**config.mk**
```make
export PLATFORM = sky130hd
export DESIGN_NAME = otter_csr
export DESIGN_NICKNAME = d
export VERILOG_FILES = /design/src/common/csr_pkg.sv /design/src/hdl/otter_csr.sv /design/src/csr_ctrl/csr_trap_ctrl.sv /design/src/csr_ctrl/csr_intr_arbiter.sv /design/src/hdl/csr_read_mux.sv /design/src/hdl/csr_field_reg.sv
export VERILOG_INCLUDE_DIRS = /design/src /design/src/common
export SDC_FILE = /design/constraint.sdc
export NUM_CORES = 1
export LEC_CHECK = 0
export ABC_AREA = 1
export ABC_CLOCK_PERIOD_IN_PS = 5400
export BUFFER_PORTS_ARGS = -buffer_cell sky130_fd_sc_hd__buf_4
export CELL_PAD_IN_SITES_DETAIL_PLACEMENT = 1
export CELL_PAD_IN_SITES_GLOBAL_PLACEMENT = 2
export CORE_AREA = 2 2 211 213
export CTS_BUF_LIST = sky130_fd_sc_hd__clkbuf_8
export DETAILED_ROUTE_END_ITERATION = 6
export DIE_AREA = 0 0 213 215
export HOLD_SLACK_MARGIN = 0.03
export PLACE_DENSITY_LB_ADDON = 0.1
export RECOVER_POWER = 50
export SYNTH_ARGS = -nofsm -noshare
export SYNTH_HDL_FRONTEND = slang
export SYNTH_SLANG_ARGS = --single-unit
```
**constraint.sdc**
```tcl
create_clock -name i_clk -period 5.4 [get_ports i_clk]
set_input_delay 0.27 -clock i_clk [delete_from_list [all_inputs] [get_ports i_clk]]
set_output_delay 0.27 -clock i_clk [all_outputs]
set_load 0.03 [all_outputs]
```
**src/common/csr_cfg.svh**
```systemverilog
`ifndef CSR_CFG_SVH
`define CSR_CFG_SVH

// ------------------------------------------------------------
// Writable CSR slices
// ------------------------------------------------------------
`define CSR_NUM_RW          8
`define CSR_IDX_MSTATUS     3'd0
`define CSR_IDX_MIE         3'd1
`define CSR_IDX_MTVEC       3'd2
`define CSR_IDX_MSCRATCH    3'd3
`define CSR_IDX_MEPC        3'd4
`define CSR_IDX_MCAUSE      3'd5
`define CSR_IDX_MTVAL       3'd6
`define CSR_IDX_MIP         3'd7

// ------------------------------------------------------------
// Addresses
// ------------------------------------------------------------
`define CSR_ADDR_MSTATUS    12'h300
`define CSR_ADDR_MISA       12'h301
`define CSR_ADDR_MIE        12'h304
`define CSR_ADDR_MTVEC      12'h305
`define CSR_ADDR_MSCRATCH   12'h340
`define CSR_ADDR_MEPC       12'h341
`define CSR_ADDR_MCAUSE     12'h342
`define CSR_ADDR_MTVAL      12'h343
`define CSR_ADDR_MIP        12'h344
`define CSR_ADDR_MVENDORID  12'hF11
`define CSR_ADDR_MARCHID    12'hF12
`define CSR_ADDR_MIMPID     12'hF13
`define CSR_ADDR_MHARTID    12'hF14

// Software write masks
`define CSR_MSTATUS_MASK    32'h0000_0088
`define CSR_MIE_MASK        32'hFFFF_0888
`define CSR_MIP_MASK        32'hFFFF_0888
// Mode lives in mtvec bit 0
// Bit 1 is reserved and reads 0
`define CSR_MTVEC_MASK      32'hFFFF_FFFD
`define CSR_MSCRATCH_MASK   32'hFFFF_FFFF
`define CSR_MEPC_MASK       32'hFFFF_FFFC
`define CSR_MCAUSE_MASK     32'hFFFF_FFFF
`define CSR_MTVAL_MASK      32'hFFFF_FFFF

// Bit positions and trap base alignment
`define CSR_MSTATUS_MIE_BIT  3
`define CSR_MSTATUS_MPIE_BIT 7
`define CSR_MTVEC_MODE_BIT   0
`define CSR_MCAUSE_INTRPT_BIT 31
`define CSR_EPC_BASE_MASK    32'hFFFF_FFFC

// Identity values with misa for RV32I
`define CSR_MISA_VALUE      32'h4000_0100
`define CSR_MVENDORID_VALUE 32'h0000_0000
`define CSR_MARCHID_VALUE   32'h0000_0000
`define CSR_MIMPID_VALUE    32'h0000_0001
`define CSR_MHARTID_VALUE   32'h0000_0000

// ------------------------------------------------------------
// Operation codes and write forms
// ------------------------------------------------------------
`define CSR_OP_NONE         3'd0
`define CSR_OP_WRITE        3'd1
`define CSR_OP_ECALL        3'd2
`define CSR_OP_EBREAK       3'd3
`define CSR_OP_MRET         3'd4

`define CSR_RX_RW           2'd1
`define CSR_RX_RS           2'd2
`define CSR_RX_RC           2'd3

// Synchronous exception selects
`define CSR_EXCP_NONE           4'd0
`define CSR_EXCP_ILLEGAL_INSTR  4'd1
`define CSR_EXCP_INSTR_MISALIGN 4'd2
`define CSR_EXCP_STORE_MISALIGN 4'd3
`define CSR_EXCP_LOAD_MISALIGN  4'd4

// mcause codes
`define CSR_CAUSE_ILLEGAL_INSTR  32'd2
`define CSR_CAUSE_INSTR_MISALIGN 32'd0
`define CSR_CAUSE_STORE_MISALIGN 32'd6
`define CSR_CAUSE_LOAD_MISALIGN  32'd4
`define CSR_CAUSE_ECALL          32'd11
`define CSR_CAUSE_EBREAK         32'd3

`endif
```
**src/common/csr_pkg.sv**
```systemverilog
package csr_pkg;

    // ------------------------------------------------------------
    // Register and bus widths
    // ------------------------------------------------------------

    // One CSR value
    typedef logic [31:0] csr_data_t;

    // CSR address from the instruction
    typedef logic [11:0] csr_addr_t;

    // ------------------------------------------------------------
    // Decode selects
    // ------------------------------------------------------------
    typedef logic [2:0] csr_op_t;
    typedef logic [1:0] csr_rx_t;

    // Zero means no exception
    typedef logic [3:0] excp_sel_t;

    // ------------------------------------------------------------
    // Interrupts and slice indexing
    // ------------------------------------------------------------
    typedef logic [31:0] intrpt_vec_t;
    typedef logic [4:0]  intrpt_code_t;

    // Index of a writable register slice
    typedef logic [2:0] csr_idx_t;

endpackage

```
**src/hdl/otter_csr.sv**
```systemverilog
`include "csr_cfg.svh"

module otter_csr (
    input  logic                 i_clk,
    input  logic                 i_rst,
    input  logic                 i_mask_intrpt,
    input  csr_pkg::intrpt_vec_t i_intrpt,
    input  csr_pkg::excp_sel_t   i_excp,
    input  logic                 i_csr_we,
    input  csr_pkg::csr_op_t     i_csr_op_sel,
    input  csr_pkg::csr_rx_t     i_csr_rx_sel,
    input  csr_pkg::csr_addr_t   i_csr_addr,
    input  csr_pkg::csr_data_t   i_csr_w_data,
    input  csr_pkg::csr_data_t   i_trap_pc,
    input  csr_pkg::csr_data_t   i_trap_mtval,
    output csr_pkg::csr_data_t   o_csr_r_data,
    output csr_pkg::csr_data_t   o_epc_addr,
    output logic                 o_excp,
    output logic                 o_trap
);
    import csr_pkg::*;

    // Per-slice software write masks
    localparam csr_data_t RW_MASK [`CSR_NUM_RW] = '{
        `CSR_IDX_MSTATUS:  `CSR_MSTATUS_MASK,
        `CSR_IDX_MIE:      `CSR_MIE_MASK,
        `CSR_IDX_MTVEC:    `CSR_MTVEC_MASK,
        `CSR_IDX_MSCRATCH: `CSR_MSCRATCH_MASK,
        `CSR_IDX_MEPC:     `CSR_MEPC_MASK,
        `CSR_IDX_MCAUSE:   `CSR_MCAUSE_MASK,
        `CSR_IDX_MTVAL:    `CSR_MTVAL_MASK,
        `CSR_IDX_MIP:      `CSR_MIP_MASK
    };

    logic [`CSR_NUM_RW-1:0] reg_we;
    logic [`CSR_NUM_RW-1:0] reg_sw;
    csr_data_t              reg_data  [`CSR_NUM_RW];
    csr_data_t              reg_value [`CSR_NUM_RW];
    logic                   intrpt_valid;
    intrpt_code_t           intrpt_code;

    // ------------------------------------------------------------
    // Interrupt selection
    // ------------------------------------------------------------
    csr_intr_arbiter csr_intr_arbiter_i (
        .i_mstatus (reg_value[`CSR_IDX_MSTATUS]),
        .i_mie     (reg_value[`CSR_IDX_MIE]),
        .i_mip     (reg_value[`CSR_IDX_MIP]),
        .o_valid   (intrpt_valid),
        .o_code    (intrpt_code)
    );

    csr_trap_ctrl csr_trap_ctrl_i (
        .i_rst          (i_rst),
        .i_mask_intrpt  (i_mask_intrpt),
        .i_intrpt       (i_intrpt),
        .i_excp         (i_excp),
        .i_csr_we       (i_csr_we),
        .i_csr_op_sel   (i_csr_op_sel),
        .i_csr_rx_sel   (i_csr_rx_sel),
        .i_csr_addr     (i_csr_addr),
        .i_csr_w_data   (i_csr_w_data),
        .i_csr_r_data   (o_csr_r_data),
        .i_trap_pc      (i_trap_pc),
        .i_trap_mtval   (i_trap_mtval),
        .i_mstatus      (reg_value[`CSR_IDX_MSTATUS]),
        .i_mtvec        (reg_value[`CSR_IDX_MTVEC]),
        .i_mepc         (reg_value[`CSR_IDX_MEPC]),
        .i_mip          (reg_value[`CSR_IDX_MIP]),
        .i_intrpt_valid (intrpt_valid),
        .i_intrpt_code  (intrpt_code),
        .o_reg_we       (reg_we),
        .o_reg_sw       (reg_sw),
        .o_reg_data     (reg_data),
        .o_epc_addr     (o_epc_addr),
        .o_excp         (o_excp),
        .o_trap         (o_trap)
    );

    // ------------------------------------------------------------
    // Writable register slices
    // ------------------------------------------------------------
    for (genvar g = 0; g < `CSR_NUM_RW; g++) begin : g_rw_reg
        csr_field_reg #(
            .WRITE_MASK (RW_MASK[g])
        ) csr_field_reg_i (
            .i_clk   (i_clk),
            .i_rst   (i_rst),
            .i_we    (reg_we[g]),
            .i_sw    (reg_sw[g]),
            .i_data  (reg_data[g]),
            .o_value (reg_value[g])
        );
    end

    csr_read_mux csr_read_mux_i (
        .i_csr_addr   (i_csr_addr),
        .i_reg_value  (reg_value),
        .o_csr_r_data (o_csr_r_data)
    );

endmodule

```
**src/csr_ctrl/csr_trap_ctrl.sv**
```systemverilog
`include "csr_cfg.svh"

module csr_trap_ctrl (
    input  logic                   i_rst,
    input  logic                   i_mask_intrpt,
    input  csr_pkg::intrpt_vec_t   i_intrpt,
    input  csr_pkg::excp_sel_t     i_excp,
    input  logic                   i_csr_we,
    input  csr_pkg::csr_op_t       i_csr_op_sel,
    input  csr_pkg::csr_rx_t       i_csr_rx_sel,
    input  csr_pkg::csr_addr_t     i_csr_addr,
    input  csr_pkg::csr_data_t     i_csr_w_data,
    input  csr_pkg::csr_data_t     i_csr_r_data,
    input  csr_pkg::csr_data_t     i_trap_pc,
    input  csr_pkg::csr_data_t     i_trap_mtval,
    input  csr_pkg::csr_data_t     i_mstatus,
    input  csr_pkg::csr_data_t     i_mtvec,
    input  csr_pkg::csr_data_t     i_mepc,
    input  csr_pkg::csr_data_t     i_mip,
    input  logic                   i_intrpt_valid,
    input  csr_pkg::intrpt_code_t  i_intrpt_code,
    output logic [`CSR_NUM_RW-1:0] o_reg_we,
    output logic [`CSR_NUM_RW-1:0] o_reg_sw,
    output csr_pkg::csr_data_t     o_reg_data [`CSR_NUM_RW],
    output csr_pkg::csr_data_t     o_epc_addr,
    output logic                   o_excp,
    output logic                   o_trap
);
    import csr_pkg::*;

    logic      take_intrpt;
    logic      entry;
    logic      save_mtval;
    logic      mret;
    logic      sw_write;
    logic      sw_hit;
    csr_idx_t  sw_idx;
    csr_data_t cause;
    csr_data_t excp_cause;
    csr_data_t sw_result;
    csr_data_t entry_mstatus;
    csr_data_t ret_mstatus;
    csr_data_t vec_base;

    assign take_intrpt = !i_rst && i_intrpt_valid && !i_mask_intrpt;
    assign vec_base    = i_mtvec & `CSR_EPC_BASE_MASK;

    // ------------------------------------------------------------
    // Event priority from interrupt to exception to operation
    // ------------------------------------------------------------
    always_comb begin
        entry      = 1'b0;
        save_mtval = 1'b0;
        mret       = 1'b0;
        sw_write   = 1'b0;
        cause      = '0;
        if (i_rst) begin
            cause = '0;
        end else if (take_intrpt) begin
            entry = 1'b1;
            cause = csr_data_t'(i_intrpt_code) | (csr_data_t'(1) << `CSR_MCAUSE_INTRPT_BIT);
        end else if (|i_excp) begin
            entry      = 1'b1;
            save_mtval = 1'b1;
            cause      = excp_cause;
        end else begin
            case (i_csr_op_sel)
                `CSR_OP_WRITE:  sw_write = i_csr_we;
                `CSR_OP_ECALL: begin
                    entry = 1'b1;
                    cause = `CSR_CAUSE_ECALL;
                end
                `CSR_OP_EBREAK: begin
                    entry      = 1'b1;
                    save_mtval = 1'b1;
                    cause      = `CSR_CAUSE_EBREAK;
                end
                `CSR_OP_MRET:   mret = 1'b1;
                default:        ;
            endcase
        end
    end

    always_comb begin
        case (i_excp)
            `CSR_EXCP_ILLEGAL_INSTR:  excp_cause = `CSR_CAUSE_ILLEGAL_INSTR;
            `CSR_EXCP_INSTR_MISALIGN: excp_cause = `CSR_CAUSE_INSTR_MISALIGN;
            `CSR_EXCP_STORE_MISALIGN: excp_cause = `CSR_CAUSE_STORE_MISALIGN;
            `CSR_EXCP_LOAD_MISALIGN:  excp_cause = `CSR_CAUSE_LOAD_MISALIGN;
            default:                  excp_cause = '0;
        endcase
    end

    // Software write result and target slice
    always_comb begin
        case (i_csr_rx_sel)
            `CSR_RX_RW: sw_result = i_csr_w_data;
            `CSR_RX_RS: sw_result = i_csr_r_data | i_csr_w_data;
            `CSR_RX_RC: sw_result = i_csr_r_data & ~i_csr_w_data;
            default:    sw_result = i_csr_r_data;
        endcase
        sw_hit = 1'b1;
        case (i_csr_addr)
            `CSR_ADDR_MSTATUS:  sw_idx = `CSR_IDX_MSTATUS;
            `CSR_ADDR_MIE:      sw_idx = `CSR_IDX_MIE;
            `CSR_ADDR_MTVEC:    sw_idx = `CSR_IDX_MTVEC;
            `CSR_ADDR_MSCRATCH: sw_idx = `CSR_IDX_MSCRATCH;
            `CSR_ADDR_MEPC:     sw_idx = `CSR_IDX_MEPC;
            `CSR_ADDR_MCAUSE:   sw_idx = `CSR_IDX_MCAUSE;
            `CSR_ADDR_MTVAL:    sw_idx = `CSR_IDX_MTVAL;
            `CSR_ADDR_MIP:      sw_idx = `CSR_IDX_MIP;
            default: begin
                // Identity and unknown addresses are not writable
                sw_idx = '0;
                sw_hit = 1'b0;
            end
        endcase
    end

    always_comb begin
        entry_mstatus = i_mstatus;
        entry_mstatus[`CSR_MSTATUS_MPIE_BIT] = i_mstatus[`CSR_MSTATUS_MIE_BIT];
        entry_mstatus[`CSR_MSTATUS_MIE_BIT]  = 1'b0;
        ret_mstatus = i_mstatus;
        ret_mstatus[`CSR_MSTATUS_MIE_BIT]  = i_mstatus[`CSR_MSTATUS_MPIE_BIT];
        ret_mstatus[`CSR_MSTATUS_MPIE_BIT] = 1'b1;
    end

    // ------------------------------------------------------------
    // Slice strobes and data
    // ------------------------------------------------------------
    always_comb begin
        o_reg_we   = '0;
        o_reg_sw   = '0;
        o_reg_data = '{default: '0};
        if (!i_rst) begin
            // Latch newly raised lines into mip
            o_reg_we[`CSR_IDX_MIP]   = 1'b1;
            o_reg_data[`CSR_IDX_MIP] = i_mip | (i_intrpt & `CSR_MIP_MASK);
        end
        if (entry) begin
            o_reg_we[`CSR_IDX_MSTATUS]   = 1'b1;
            o_reg_data[`CSR_IDX_MSTATUS] = entry_mstatus;
            o_reg_we[`CSR_IDX_MEPC]      = 1'b1;
            o_reg_data[`CSR_IDX_MEPC]    = i_trap_pc;
            o_reg_we[`CSR_IDX_MCAUSE]    = 1'b1;
            o_reg_data[`CSR_IDX_MCAUSE]  = cause;
        end
        if (save_mtval) begin
            o_reg_we[`CSR_IDX_MTVAL]   = 1'b1;
            o_reg_data[`CSR_IDX_MTVAL] = i_trap_mtval;
        end
        if (take_intrpt) begin
            o_reg_data[`CSR_IDX_MIP] = '0;
        end
        if (mret) begin
            o_reg_we[`CSR_IDX_MSTATUS]   = 1'b1;
            o_reg_data[`CSR_IDX_MSTATUS] = ret_mstatus;
        end
        if (sw_write && sw_hit) begin
            o_reg_we[sw_idx]   = 1'b1;
            o_reg_sw[sw_idx]   = 1'b1;
            o_reg_data[sw_idx] = sw_result;
        end
    end

    // Redirect target for the fetch stage
    always_comb begin
        if (take_intrpt && i_mtvec[`CSR_MTVEC_MODE_BIT]) begin
            o_epc_addr = vec_base + (csr_data_t'(i_intrpt_code) << 2);
        end else if (mret) begin
            o_epc_addr = i_mepc;
        end else begin
            o_epc_addr = vec_base;
        end
    end

    assign o_excp = take_intrpt;
    assign o_trap = (entry && !take_intrpt) || mret;

endmodule

```
**src/csr_ctrl/csr_intr_arbiter.sv**
```systemverilog
`include "csr_cfg.svh"

module csr_intr_arbiter (
    input  csr_pkg::csr_data_t    i_mstatus,
    input  csr_pkg::csr_data_t    i_mie,
    input  csr_pkg::csr_data_t    i_mip,
    output logic                  o_valid,
    output csr_pkg::intrpt_code_t o_code
);
    import csr_pkg::*;

    // Enabled and pending
    csr_data_t pend;

    assign pend = i_mie & i_mip;

    // Global enable gates everything
    assign o_valid = i_mstatus[`CSR_MSTATUS_MIE_BIT] && (|pend);

    // ------------------------------------------------------------
    // Fixed priority from 31 down to 16 and then 11, 7 and 3
    // Later assignments win, so lowest priority goes first
    // ------------------------------------------------------------
    always_comb begin
        o_code = '0;
        if (pend[3]) begin
            o_code = intrpt_code_t'(3);
        end
        if (pend[7]) begin
            o_code = intrpt_code_t'(7);
        end
        if (pend[11]) begin
            o_code = intrpt_code_t'(11);
        end
        // Platform lines
        for (int i = 16; i < 32; i++) begin
            if (pend[i]) begin
                o_code = intrpt_code_t'(i);
            end
        end
    end

endmodule

```
**src/hdl/csr_read_mux.sv**
```systemverilog
`include "csr_cfg.svh"

module csr_read_mux (
    input  csr_pkg::csr_addr_t i_csr_addr,
    input  csr_pkg::csr_data_t i_reg_value [`CSR_NUM_RW],
    output csr_pkg::csr_data_t o_csr_r_data
);

    // ------------------------------------------------------------
    // Address decode
    // ------------------------------------------------------------
    always_comb begin
        // Unknown addresses read zero
        o_csr_r_data = '0;
        case (i_csr_addr)
            // Writable slices
            `CSR_ADDR_MSTATUS:  o_csr_r_data = i_reg_value[`CSR_IDX_MSTATUS];
            `CSR_ADDR_MIE:      o_csr_r_data = i_reg_value[`CSR_IDX_MIE];
            `CSR_ADDR_MTVEC:    o_csr_r_data = i_reg_value[`CSR_IDX_MTVEC];
            `CSR_ADDR_MSCRATCH: o_csr_r_data = i_reg_value[`CSR_IDX_MSCRATCH];
            `CSR_ADDR_MEPC:     o_csr_r_data = i_reg_value[`CSR_IDX_MEPC];
            `CSR_ADDR_MCAUSE:   o_csr_r_data = i_reg_value[`CSR_IDX_MCAUSE];
            `CSR_ADDR_MTVAL:    o_csr_r_data = i_reg_value[`CSR_IDX_MTVAL];
            `CSR_ADDR_MIP:      o_csr_r_data = i_reg_value[`CSR_IDX_MIP];

            // Identity constants
            `CSR_ADDR_MISA:      o_csr_r_data = `CSR_MISA_VALUE;
            `CSR_ADDR_MVENDORID: o_csr_r_data = `CSR_MVENDORID_VALUE;
            `CSR_ADDR_MARCHID:   o_csr_r_data = `CSR_MARCHID_VALUE;
            `CSR_ADDR_MIMPID:    o_csr_r_data = `CSR_MIMPID_VALUE;
            `CSR_ADDR_MHARTID:   o_csr_r_data = `CSR_MHARTID_VALUE;

            default:            ;
        endcase
    end

endmodule

```
**src/hdl/csr_field_reg.sv**
```systemverilog
module csr_field_reg #(
    parameter csr_pkg::csr_data_t WRITE_MASK = 32'hFFFF_FFFF
) (
    input  logic               i_clk,
    input  logic               i_rst,
    input  logic               i_we,
    input  logic               i_sw,
    input  csr_pkg::csr_data_t i_data,
    output csr_pkg::csr_data_t o_value
);
    import csr_pkg::*;

    // Software merge keeps the bits outside the mask
    csr_data_t merged;
    csr_data_t next_value;

    assign merged = (i_data & WRITE_MASK) | (o_value & ~WRITE_MASK);

    // Hardware updates take the value whole
    assign next_value = i_sw ? merged : i_data;

    // ------------------------------------------------------------
    // Storage
    // ------------------------------------------------------------
    always_ff @(posedge i_clk) begin
        if (i_rst) begin
            o_value <= '0;
        end else if (i_we) begin
            o_value <= next_value;
        end
    end

endmodule

```
# Word-level counts from Yosys, hierarchy flattened
# Index checks and enable logic that the tools add are counted.
# totals
latch_bits,0
ramBits,0
out_inout_bits,66
inputBits,153
romBits,0
reg_bits,256
n_memories,0
# op_classes
shift,0
mul,0
div_mod_pow,0
muxes,70
n_lt_le_gt_ge,4
eq_ne,20
reduce_logical,16
addsub,1
bitwise,12
# ops
cell,n
$mux 32,16
$pmux 32 s10,1
$bwmux 256,1
$mux 256,1
$eq 12x10->1 const B,9
$demux 32 s3,1
$pmux 32 s3,1
$mux 5,16
$and 32x32->32,2
$mux 64,1
$or 32x16->32,2
$or 32x2->32,2
$or 32x32->32,2
$add 32x7->32,1
$not 32->32,1
$or 8x32->32,1
$reduce_or 32->1,1
$mux 1,22
$pmux 3 s7,1
$mux 8,2
$eq 12x12->1 const B,1
$pmux 3 s3,1
$logic_and 1x1->1,8
$or 8x8->8,1
23 further kinds,28

# Depth between registers and ports, before layout
# Gate-level depths: netlist of run 1.
# depth
depth_word,27
depth_mapped,36
ltp_nobuf,36

# Hierarchy
# From an unflattened synthesis of run 1, not the netlist that was laid out.
# unflattened
cells_unflattened,3714
hier_area_um2,20065.5
# by_module_without_submodules
mod,instances,seq_area_each_um2,cells_per_inst,area_each_um2
csr_trap_ctrl,1,0.0,1626,7220.7
csr_field_reg at g_rw_reg[3].csr_field_reg_i ...,3,640.6,203,1338.8
csr_field_reg at g_rw_reg[1].csr_field_reg_i ...,2,640.6,168,1218.7
csr_read_mux,1,0.0,576,2413.6
csr_field_reg at g_rw_reg[0].csr_field_reg_i,1,640.6,205,1357.6
csr_field_reg at g_rw_reg[4].csr_field_reg_i,1,640.6,145,1127.3
csr_field_reg at g_rw_reg[2].csr_field_reg_i,1,640.6,142,1117.3
csr_intr_arbiter,1,0.0,75,375.4

# Worst setup path after synthesis of run 1
# No wires, ideal clock.
# synth_timing
path_kind,register to output
from,reg g_rw_reg[7].csr_field_reg_i.o_value[11]
to,out o_epc_addr[30]
path_buffers,0
arrival_time_ns,3.964
path_stages_with_launch,35
required_time_ns,5.130
path_slack_ns,1.166
cell_sequence,dfxtp_1 nand2_1 nand3_1 nand2_1 nand2_1 nand2_1 nand2_1 nand2_1 nand2_1 nand2_1 nand2_1 nand2_1 nand2_1 nand2_1 nand2_1 nand2_1 nand2_1 nand2_1 nand2_1 ha_1 inv_1 fa_1 inv_1 nand2_1 inv_1 nand2_1 nand2_1 a21oi_1 nor2_1 nand2_1 nor2_1 nand2_1 nor2_1 nor2_1 o311ai_0
# synth_between
elab_chain_cells,20
# synth_rtl
element,line_no,text
start: declaration,csr_field_reg.sv:9,output csr_pkg::csr_data_t o_value
start signal: assignment,csr_field_reg.sv:29,o_value <= next_value;
$and 32x32->32 (*),csr_intr_arbiter.sv:15,assign pend = i_mie & i_mip;
$mux 4,csr_intr_arbiter.sv:32,if (pend[11]) begin
$mux 5 (16 in a row),csr_intr_arbiter.sv:37,if (pend[i]) begin
$add 32x7->32,csr_trap_ctrl.sv:170,o_epc_addr = vec_base + (csr_data_t'(i_intrpt_code) << 2);
$mux 32 (*),csr_trap_ctrl.sv:169,if (take_intrpt && i_mtvec[`CSR_MTVEC_MODE_BIT]) begin
end: declaration,otter_csr.sv:17,"output csr_pkg::csr_data_t o_epc_addr,"
# Every way passes the cells marked *; elsewhere a longest branch is shown, timed or not.

# Worst setup path in the final report of run 1
# layout_timing
from,in i_csr_addr[11]
to,out o_csr_r_data[31]
# layout_between
elab_chain_cells,2
# layout_rtl
element,line_no,text
start: declaration,otter_csr.sv:12,"input csr_pkg::csr_addr_t i_csr_addr,"
$eq 12x12->1 / $eq 12x10->1 (equally long branches),csr_read_mux.sv:15,case (i_csr_addr)
$pmux 32 s10 (*),csr_read_mux.sv:15,
end: declaration,otter_csr.sv:16,"output csr_pkg::csr_data_t o_csr_r_data,"
# Marked as above.

==> implementation parameters, run 1 <==
Parameter                              Value

Routing
  Detailed-route wire length ... between 60000 and 70000 um
  Total via count in the routed design ... between 10000 and 15000
  WL/cell ... between 20 and 25 um
  Drt first pass iters ... 5
  Detail Route Antenna Nets ... 0
  First DRT Iteration DRCs ... ~800
  Post-route DRC ... 0
  Via density per instance ... 5.14

STA
  Slew at the pin closest to its max-slew limit ... around 4.4 ns
  Slew Viols, Final ... around 220
  Part of the cycle the worst path needs ... 0.935
  Maximum clock skew at final layout ... roughly 0.018 ns
  Worst slew margin ... -1.90
  Summed negative setup slack over all endpoints ... 0 ns
  Final setup vio count ... 0
  Number of hold violations in the final report ... 0
  Unrepaired setup endpoints after global routing ... false
  Fmax ... 198 MHz
  Minimum period implied by the final worst setup slack ... around 5.1 ns

Layout
  Largest registers in the final layout ... g_rw.csr_field_reg_i.o_value x242
  Flip-flop count of the largest register after layout ... approximately 240
  Net total in the final layout ... approximately 2300
  Layout cell share with drive strength beyond 1 ... 0.147
  Number of filler cells placed in the layout ... ~5600
  Area growth from synthesis to layout ... 27.6%
  Most flops, register ... g_rw.csr_field_reg_i.o_value
  Post-route core utilization ... 0.379

Setup path
  Startpoint Class ... input port
  Origin of the critical flop-to-flop path ... g_rw_reg[7].csr_field_reg_i.o_value[24]
  Number of cells on the worst reg-to-reg path ... 14
  Startpoint of the most critical setup path ... i_csr_addr[11]
  Critical Path End ... o_csr_r_data[31]
  CP Buf/Inv Count ... 3
  Critical path's largest stage delay ... roughly 1.4 ns
  Number of gates on the worst path with buffers counted ... 11
  Worst EP arrival ... roughly 4.8 ns
  Crit-path cells ... clkbuf_4 -> nor2_1 -> nand3_1 -> nor2_1 -> nand2_1 -> inv_1 -> nand2_1 -> o21ai_0 -> nor2_1 -> o211ai_1 -> buf_4
  Category of the most critical setup path ... input port to output port
  Cell at the slowest stage of the critical path ... sky130_fd_sc_hd__nor2_1
  Largest fanout on the critical path ... 31
  Kind of cell adding the most delay to the critical path ... simple AND/OR/NAND/NOR gates
  Element type at the critical path end ... output port
  Required @ worst endpoint ... just over 5 ns
  Reg-to-reg slack, setup ... just under 1 ns
  Endpoint of the lowest-slack register-to-register path ... g_rw_reg[5].csr_field_reg_i.o_value[4]
  Cell repeated most along the worst path ... sky130_fd_sc_hd__nor2_1

Flow run
  Max capacitance violation total ... 5

Global route
  Global-route track usage on met1 ... 0.365
  Antenna violations before repair ... 0
  Largest net degree at the start of global routing ... just under 90
  Met2 routing resource usage after global routing ... 0.460
  Met3 Track Usage GR ... 0.0395
  Busiest metal layer after global routing ... met2
  First-pass GRT wire length ... around 93000 um
  Number of global-route vias before repair ... around 15000
  Leftover overflow at the end of global routing ... 0
  GRT Util Overall ... 0.273

Pwr
  Peak supply drop ... ~0.12 mV
  Power density over the cells ... 250 nW/um2
  Leak ... 7.11 nW

CTS
  # Post-CTS Setup Buffers ... 0
  Clock buffer depth ... 3
  Buffer cell driving the clock tree root ... sky130_fd_sc_hd__clkbuf_8
  TritonCTS clock tree ... built
  Source-to-sink clock delay at the later pin of the worst-skew pair ... between 0.6 and 0.7 ns
  Clk slew on worst S/H paths ... roughly 0.06 ns
  Number of buffers created by CTS ... 46
  Number of sinks on the clock net ... approximately 240
  Level count of the clock H-tree ... 2

Floorplanning
  Starting utilization of the core area ... 0.297
  Width of the die ... 213 um
  Io pins ... roughly 220
  Standard-cell row count ... a little under 80
  Area of the core region ... around 44000 um2
  Die Y ... between 200 and 250 um
  Die area ... 45800 um2

Hold path
  HP Class ... input port to flip-flop
  WHS Path Cells ... 5

Run status
  Violated checks ... capacitance limit, slew limit
  Run status ... complete, but fails checks

Yosys
  Syn nets ... 2090
  Sequential cell area fraction in the yosys report ... 0.373
  Flop and latch count out of synthesis ... between 200 and 250
  Syn avg cell area ... between 6 and 7 um2
  Area fraction of the dominant cell type after synthesis ... 0.373
  Count of warnings emitted by yosys ... 0
  Biggest area consumer among synthesized cells ... sky130_fd_sc_hd__dfxtp_1
  Cells after Synth ... 1931
  Distinct cells, synth ... 60
  Netlist area before placement ... 13000 um2
  Main area contributors after synthesis ... sky130_fd_sc_hd__dfxtp_1 37%, sky130_fd_sc_hd__nand2_1 16%, sky130_fd_sc_hd__a21oi_1 6.1%

Place
  Count of buffers from port buffering ... just over 200
  Final RePlAce weighted congestion ... around 0.85
  DPL Wire Length ... about 40000 um
## worst reg2reg max path, delay by kind of cell, from the launching register on
kind	cells	cell delay, ns
AOI/OAI and AO/OA	2	0.24
DFF	1	0.33
buffers and inverters	3	1.46
and+or+nand+nor	9	2.37
## metrics by stage
stage | area, um2 | power, mW | hold slack [ns] | instances | worst slack, ns
6_report | 16600 | 4.14 | 0.0879 | 2807 | 0.349
5_1_grt | 16600 | 4.31 | 0.0748 | 2805 | 0.0185
4_1_cts | 16700 | 4.20 | 0.0422 | 2805 | 0.119
3_5_place_dp | 14900 | 2.25 | 0.420 | 2640 | 0.821
3_3_place_gp | 14900 | 2.25 | 0.412 | 2640 | 0.942
2_1_floorplan | 13000 | 2.05 | 0.405 | 1931 | 1.17
## cell type report
type | count | area [um2] | share of cell area
clock inverter | 22 | 118 | 0.00710
timing repair buffer | 314 | 2490 | 0.150
tap | 592 | 741 | 0.0447
sequential | 242 | 4840 | 0.293
antenna | 2 | 5.00 | 0.000302
multi-input combinational | 1366 | 6760 | 0.408
clock buffer | 59 | 812 | 0.0490
inverter | 210 | 797 | 0.0481
## cells in the final DEF (no fill, tap or decap), drive strengths merged, types with 13 or more instances in the layout
master	count
nand2	563
o211ai	28
nor3	17
a21oi	160
nand3	67
inv	221
nand4	13
o21ai	223
dfxtp	242
clkbuf	85
buf	204
nor2	144
a22o	27
dlygate4sd3	84
o2111ai	21
a31oi	31
## per-layer routing
layer  share of wire  vias to the layer above
met5               0                        -
met4           0.019                        0
met3           0.046                       66
met2            0.48                      344
met1            0.46                     7112
li1                -                     6904
## cell families after synthesis
family | Yosys count | share of synthesized area
AND/OR/NAND/NOR | 810 | 0.259
buffers and inverters | 323 | 0.105
XOR/XNOR | 7 | 0.00473
flip-flops | 242 | 0.373
adder cells (fa/ha/maj) | 6 | 0.00636
AO/OA/AOI/OAI | 543 | 0.252
## worst min path at each step
stage / start / endpoint / slack (ns)
3_5_place_dp: g_rw_reg[0].csr_field_reg_i.o_value[30] / g_rw_reg[0].csr_field_reg_i.o_value[30] / 0.42
4_1_cts: i_trap_mtval[1] / g_rw_reg[6].csr_field_reg_i.o_value[1] / 0.04
6_report: i_csr_w_data[0] / g_rw_reg[6].csr_field_reg_i.o_value[0] / 0.09
2_1_floorplan: g_rw_reg[0].csr_field_reg_i.o_value[0] / g_rw_reg[0].csr_field_reg_i.o_value[0] / 0.40
3_3_place_gp: g_rw_reg[0].csr_field_reg_i.o_value[31] / g_rw_reg[0].csr_field_reg_i.o_value[31] / 0.41
5_1_grt: i_trap_mtval[17] / g_rw_reg[6].csr_field_reg_i.o_value[17] / 0.07
## report_power, final
group | switching [mW] | leakage [nW] | internal, mW
Clock | 0.860 | 0.539 | 1.02
Sequential | 0.0289 | 1.97 | 1.82
Combinational | 0.238 | 4.60 | 0.166
## synthesized netlist by cell type (all sizes together)
library cell / instances
o211ai: 28
a22oi: 4
a31oi: 31
dfxtp: 242
nor3b: 1
xor2: 4
a32oi: 1
nand4: 13
and3: 1
nand3b: 1
nand2: 563
o221ai: 7
buf: 63
a21oi: 160
a22o: 27
nor4: 3
xnor2: 3
a32o: 8
ha: 5
a21boi: 10
o21ai: 223
o311ai: 4
clkinv: 2
o31ai: 3
o22ai: 10
a211oi: 2
o2111ai: 21
a41oi: 1
o21bai: 3
fa: 1
clkbuf: 50
nor3: 17
inv: 208
nand3: 67
nor2: 144
## timing repair
action                     4_1_cts  5_1_grt
resized for setup                0       11
hold buffers                    84        0
hold endpoints to repair        87        0
setup endpoints to repair        0        9
(Power assumes the default switching activity.)
==> inputs of run 2 (changes only) <==
CORE_AREA = 2 2 262 264   (was 2 2 211 213)
DIE_AREA = 0 0 264 266   (was 0 0 213 215)
SYNTH_HIERARCHICAL = 1   (was default)
==> run 2 against run 1 <==
Net effect:
- the run still ends with capacitance limit, slew limit left
- hold slack got worse by 0.0079 ns
- design area increased by 39%
- synthesized cell count increased by 92%
- wire length increased by 75%
- core utilization decreased by 4.1 points
- clock skew increased by 0.011 ns
- sequential power increased by 9.7%
- critical path type is now flip-flop to flip-flop
- largest power group unchanged
==> implementation parameters, run 2 <==
Parameter                              Value

Run status
  Run status ... complete, but fails checks
  Violated checks ... capacitance limit, slew limit

STA
  Summed negative setup slack over all endpoints ... 0 ns
  Worst slew margin ... -0.0410
  Fmax ... ~200 MHz
  Slew at the pin closest to its max-slew limit ... around 1.6 ns
  Number of hold violations in the final report ... 0
  Final setup vio count ... 0
  Minimum period implied by the final worst setup slack ... 5.09 ns
  Final WS setup ... between 0.3 and 0.4 ns
  Maximum clock skew at final layout ... between 0.02 and 0.03 ns
  Slew Viols, Final ... 65
  Part of the cycle the worst path needs ... 0.943
  Unrepaired setup endpoints after global routing ... false

Setup path
  Largest fanout on the critical path ... 54
  Worst EP arrival ... between 5 and 6 ns
  Reg-to-reg slack, setup ... just over 0.3 ns
  Startpoint of the most critical setup path ... g_rw_reg[7].csr_field_reg_i/o_value[15]
  Number of cells on the worst reg-to-reg path ... 14
  Startpoint Class ... flip-flop
  Category of the most critical setup path ... flip-flop to flip-flop
  Element type at the critical path end ... flip-flop
  Origin of the critical flop-to-flop path ... g_rw_reg[7].csr_field_reg_i/o_value[15]
  Endpoint of the lowest-slack register-to-register path ... g_rw_reg[3].csr_field_reg_i/o_value[11]
  Required @ worst endpoint ... approximately 5.9 ns

Place
  Final RePlAce weighted congestion ... between 0.9 and 1
  DPL Wire Length ... ~81000 um
  Cell Count Post-Placement ... 4645
  Place WS ... about 1.1 ns
  Instance area at placement ... 22000 um2
  Count of buffers from port buffering ... around 210

Layout
  Area growth from synthesis to layout ... 14.4%
  Most common cell after layout, fill and taps aside ... sky130_fd_sc_hd__nand2_1
  Area of all placed cells without fillers ... between 20000 and 25000 um2
  Post-route non-filler standard cell count ... ~4700
  Most frequent cells in the layout ... 1135 x sky130_fd_sc_hd__nand2_1, 739 x sky130_fd_sc_hd__nor2_1, 520 x sky130_fd_sc_hd__inv_1, 282 x sky130_fd_sc_hd__o21ai_0, 256 x sky130_fd_sc_hd__dfxtp_1
  Post-route core utilization ... 0.339
  Net total in the final layout ... 3976
  Flip-flop count of the largest register after layout ... around 260
  Layout cell share with drive strength beyond 1 ... 0.104
  Largest registers in the final layout ... g_rw.csr_field_reg_i/o_value x256
  Most flops, register ... g_rw.csr_field_reg_i/o_value

Floorplanning
  Starting utilization of the core area ... 0.296
  Die Y ... between 200 and 300 um
  Area of the core region ... approximately 68000 um2
  Standard-cell row count ... 96
  Die area ... ~70000 um2
  Io pins ... roughly 220
  Width of the die ... roughly 260 um

Yosys
  Syn avg cell area ... between 5 and 6 um2
  Syn nets ... 3872
  Netlist area before placement ... roughly 20000 um2
  Cells after Synth ... between 3000 and 4000
  Count of warnings emitted by yosys ... 6

Routing
  Via density per instance ... slightly above 5
  Total via count in the routed design ... 24200
  First DRT Iteration DRCs ... 1724
  WL/cell ... around 23 um
  Detailed-route wire length ... around 110000 um
  Drt first pass iters ... 5
  Post-route DRC ... 0
  Detail Route Antenna Nets ... 0

Pwr
  Peak supply drop ... about 0.16 mV
  Proportion of power drawn by combinational gates ... 0.142
  Power density over the cells ... 219 nW/um2
  Fraction of power consumed by sequential logic ... 0.404
  Switching fraction of total power ... 0.310
  Switching power ... 1.56 mW
  Cell-internal power ... 3.47 mW
  Leak ... approximately 11 nW
  Clock network fraction of total power ... 0.453

CTS
  TritonCTS clock tree ... built
  Number of buffers created by CTS ... between 50 and 60
  Source-to-sink clock delay at the later pin of the worst-skew pair ... between 0.6 and 0.7 ns
  Number of sinks on the clock net ... ~260
  Clk slew on worst S/H paths ... ~0.06 ns
  Clock buffer depth ... 3
  # Post-CTS Setup Buffers ... 0
  Number of buffers inserted by hold repair at cts ... 0
  Count of cells resized by post-cts repair ... 0
  Buffer cell driving the clock tree root ... sky130_fd_sc_hd__clkbuf_8
  Level count of the clock H-tree ... 2

Hold path
  HP Start ... i_intrpt[28]
  HP Class ... input port to flip-flop
  Hold Crit Endpoint ... g_rw_reg[7].csr_field_reg_i/o_value[28]
  WHS Path Cells ... 5

Flow run
  Max capacitance violation total ... 2

Global route
  Leftover overflow at the end of global routing ... 0
  GRT Util Overall ... 0.305
  Number of global-route vias before repair ... roughly 24000
  Antenna violations before repair ... 4
  First-pass GRT wire length ... between 150000 and 200000 um
  Largest net degree at the start of global routing ... 65
==> run 2: changes by cell type in the layout (fill, tap and decap cells not counted), sizes merged, moves of 124 or more <==
| cell | change |
|---|---|
| nor3 | +124 |
| nand2 | +588 |
| inv | +319 |
| nor2 | +618 |
| a21oi | -130 |
| nand3 | +172 |
==> run 2: layout make-up <==
cell class | count | area, um2
clock buffers | 76 | 1050
multi-input cells | 2715 | 11700
clock inverters | 19 | 108
flip-flops and latches | 256 | 5120
well taps | 882 | 1100
diodes | 4 | 10.0
inverters | 528 | 1980
repair buffers | 264 | 1870
fillers | 9249 | 44800
==> run 2: critical path, stage by stage (launching register included) <==
cell and delay (ns):
sky130_fd_sc_hd__dfxtp_1 0.36, sky130_fd_sc_hd__nand2_1 0.08, sky130_fd_sc_hd__nand2_1 0.07, sky130_fd_sc_hd__a221oi_1 0.28, sky130_fd_sc_hd__nand3_1 0.28, sky130_fd_sc_hd__o41a_1 0.50
sky130_fd_sc_hd__nand3_1 0.30, sky130_fd_sc_hd__nand2_1 0.16, sky130_fd_sc_hd__nor2_1 0.22, sky130_fd_sc_hd__nand2_2 0.77, sky130_fd_sc_hd__nor2_2 1.15, sky130_fd_sc_hd__buf_6 0.46
sky130_fd_sc_hd__nand2_1 0.10, sky130_fd_sc_hd__nand2_1 0.08, sky130_fd_sc_hd__nor2_1 0.04
==> run 2: worst max path at each step <==
stage / to / depth (start not counted)
after global placement: g_rw_reg[7].csr_field_reg_i/o_value[12] / 15
after floorplan: o_epc_addr[12] / 11
after CTS: o_epc_addr[12] / 30
final: g_rw_reg[3].csr_field_reg_i/o_value[11] / 14
after global routing: g_rw_reg[3].csr_field_reg_i/o_value[5] / 14
after detailed placement: g_rw_reg[7].csr_field_reg_i/o_value[4] / 15
==> run 2: routing by layer <==
metal | vias to the layer above | track usage | part of all wire
li1 | 11600 | - | -
met1 | 11800 | 0.392 | 0.44
met2 | 642 | 0.512 | 0.46
met3 | 186 | 0.0294 | 0.045
met4 | 0 | 0.146 | 0.051
met5 | - | 0 | 0
==> run 2: power groups by stage <==
| stage | clock [mW] | combinational, mW | sequential, mW |
|---|---|---|---|
| 3_5_place_dp | 0 | 0.714 | 2.07 |
| 3_3_place_gp | 0 | 0.694 | 2.07 |
| 4_1_cts | 2.33 | 0.718 | 2.03 |
| 6_report | 2.28 | 0.715 | 2.03 |
| 2_1_floorplan | 0 | 0.412 | 2.04 |
| 5_1_grt | 2.41 | 0.792 | 2.04 |
==> run 2: through the flow <==
| stage | total power [mW] | hold slack [ns] |
|---|---|---|
| final | 5.03 | 0.0800 |
| after floorplan | 2.46 | 0.449 |
| after global placement | 2.76 | 0.457 |
| after CTS | 5.08 | 0.0343 |
| after detailed placement | 2.79 | 0.465 |
| after global routing | 5.24 | 0.0977 |
==> inputs of run 3 (changes only) <==
CTS_BUF_LIST = default   (was sky130_fd_sc_hd__clkbuf_8)
==> run 3 against run 2 <==
Net effect:
- sequential share of layout area shrank 0.063 points
- clock-buffer cell count shrank 23
- critical path depth is the same
- fmax up 1.9%
- largest cell class unchanged
- design area increased by 0.28%
- die area is the same
- hold slack better by 0.099 ns
- clock skew fell by 0.0067 ns
- largest power group unchanged
- total power up 5.0%
- the run still ends with capacitance limit, slew limit left
- non-clock buffer count is the same
- combinational power about the same
- sequential cell count is the same
==> implementation parameters, run 3 (same netlist as run 2, synthesis figures left out) <==
Parameter                              Value

Routing
  Detail Route Antenna Nets ... 0
  Post-route DRC ... 0
  Total via count in the routed design ... approximately 24000
  WL/cell ... approximately 23 um
  First DRT Iteration DRCs ... around 1800
  Drt first pass iters ... 5
  Detailed-route wire length ... between 100000 and 150000 um
  Via density per instance ... between 5 and 6

Global route
  Met2 routing resource usage after global routing ... 0.508
  Largest net degree at the start of global routing ... between 60 and 70
  First-pass GRT wire length ... 159000 um
  Leftover overflow at the end of global routing ... 0
  Busiest metal layer after global routing ... met2
  GRT Util Overall ... 0.304
  Global-route track usage on met1 ... 0.393
  Number of global-route vias before repair ... between 20000 and 25000
  Antenna violations before repair ... 2
  Met3 Track Usage GR ... 0.0283

CTS
  Number of buffers inserted by hold repair at cts ... 0
  Count of cells resized by post-cts repair ... 0
  Clock buffer depth ... 3
  Number of buffers created by CTS ... 37
  Level count of the clock H-tree ... 2
  Buffer cell driving the clock tree root ... sky130_fd_sc_hd__clkbuf_16
  Clk slew on worst S/H paths ... 0.06 ns
  Source-to-sink clock delay at the later pin of the worst-skew pair ... approximately 0.57 ns
  TritonCTS clock tree ... built
  Number of sinks on the clock net ... about 260
  # Post-CTS Setup Buffers ... 0

Setup path
  Critical path's largest stage delay ... ~1.2 ns
  Element type at the critical path end ... flip-flop
  Cell repeated most along the worst path ... sky130_fd_sc_hd__nand2_1
  Cell at the slowest stage of the critical path ... sky130_fd_sc_hd__nor2_2
  Largest fanout on the critical path ... 54
  Startpoint Class ... flip-flop
  Worst EP arrival ... around 5.4 ns
  Category of the most critical setup path ... flip-flop to flip-flop
  Crit-path cells ... nand2_1 -> nand2_1 -> a221oi_1 -> nand3_1 -> o41a_1 -> nand3_1 -> nand2_1 -> nor2_1 -> nand2_2 -> nor2_2 -> buf_12 -> nand2_1 -> nand2_1 -> nor2_1
  Required @ worst endpoint ... 5.84 ns

Floorplanning
  Area of the core region ... approximately 68000 um2
  Starting utilization of the core area ... 0.296
  Io pins ... 219
  Die area ... 70200 um2
  Standard-cell row count ... between 90 and 100
  Die Y ... ~270 um
  Width of the die ... around 260 um

Layout
  Antenna diodes ... 0
  Flip-flop count of the largest register after layout ... ~260
  Most common cell after layout, fill and taps aside ... sky130_fd_sc_hd__nand2_1
  Most flops, register ... g_rw.csr_field_reg_i/o_value
  Largest registers in the final layout ... g_rw.csr_field_reg_i/o_value x256
  Layout cell share with drive strength beyond 1 ... 0.0977
  Most frequent cells in the layout ... 1135 x sky130_fd_sc_hd__nand2_1, 739 x sky130_fd_sc_hd__nor2_1, 507 x sky130_fd_sc_hd__inv_1, 282 x sky130_fd_sc_hd__o21ai_0, 256 x sky130_fd_sc_hd__dfxtp_1
  Net total in the final layout ... 3961
  Post-route core utilization ... 0.340
  Area growth from synthesis to layout ... 14.7%

STA
  Maximum clock skew at final layout ... about 0.022 ns
  Final setup vio count ... 0
  Number of hold violations in the final report ... 0
  Minimum period implied by the final worst setup slack ... approximately 5.0 ns
  Summed negative setup slack over all endpoints ... 0 ns
  Part of the cycle the worst path needs ... 0.925
  Fmax ... ~200 MHz
  Unrepaired setup endpoints after global routing ... false
  Slew Viols, Final ... 65
  Slew at the pin closest to its max-slew limit ... 1.56 ns
  Worst slew margin ... -0.0415

Flow run
  Max capacitance violation total ... 2

Hold path
  HP Class ... input port to flip-flop

Place
  Final RePlAce weighted congestion ... between 0.9 and 1
  Count of buffers from port buffering ... slightly above 200
  DPL Wire Length ... just over 80000 um

Pwr
  Power density over the cells ... 229 nW/um2
  Leak ... approximately 11 nW
  Peak supply drop ... about 0.16 mV

Run status
  Violated checks ... capacitance limit, slew limit
  Run status ... complete, but fails checks
run 3: cell type report:
| type | instances | area, um2 |
|---|---|---|
| multi-input combinational | 2715 | 11700 |
| tap | 882 | 1100 |
| inverter | 528 | 1980 |
| sequential | 256 | 5120 |
| clock inverter | 12 | 141 |
| timing repair buffer | 264 | 1880 |
| fill | 9218 | 44700 |
| clock buffer | 53 | 1080 |
run 3: power breakdown:
| group | internal, mW | total (mW) | switching, mW |
|---|---|---|---|
| sequential | 1.97 | 2.03 | 0.0669 |
| clock | 1.53 | 2.53 | 1.00 |
| combinational | 0.222 | 0.715 | 0.492 |
run 3: per-stage QoR:
stage	setup slack, ns	area [um2]	power, mW	hold slack [ns]	instances
final	0.403	23000	5.28	0.179	4710
after floorplan	2.17	20100	2.46	0.449	3713
after CTS	0.669	23200	5.33	0.150	4710
after global placement	1.29	22000	2.76	0.457	4645
after global routing	0.110	23000	5.48	0.209	4710
after detailed placement	1.10	22000	2.79	0.465	4645
run 3: routing by layer:
layer  vias to the layer above  wire length [um]
met5                         -                 0
met4                         0              5890
met3                       188              4590
met2                       617             50200
met1                     11800             48200
li1                      11500                 -
run 3: worst paths after layout:
| kind | from | to | slack [ns] | cells past startpoint |
|---|---|---|---|---|
| max reg2reg | g_rw_reg[7].csr_field_reg_i/o_value[15] | g_rw_reg[3].csr_field_reg_i/o_value[12] | 0.40 | 14 |
| min reg2reg | g_rw_reg[3].csr_field_reg_i/o_value[6] | g_rw_reg[3].csr_field_reg_i/o_value[6] | 0.47 | 2 |
| max | g_rw_reg[7].csr_field_reg_i/o_value[15] | g_rw_reg[3].csr_field_reg_i/o_value[12] | 0.40 | 14 |
| min | i_intrpt[28] | g_rw_reg[7].csr_field_reg_i/o_value[28] | 0.18 | 5 |
run 3: critical path, delay by kind of cell (launching register included):
kind                   cells  cell delay, ns
AOI/OAI and AO/OA          2            0.79
buffers and inverters      1            0.34
DFF                        1            0.36
and+or+nand+nor           11            3.26
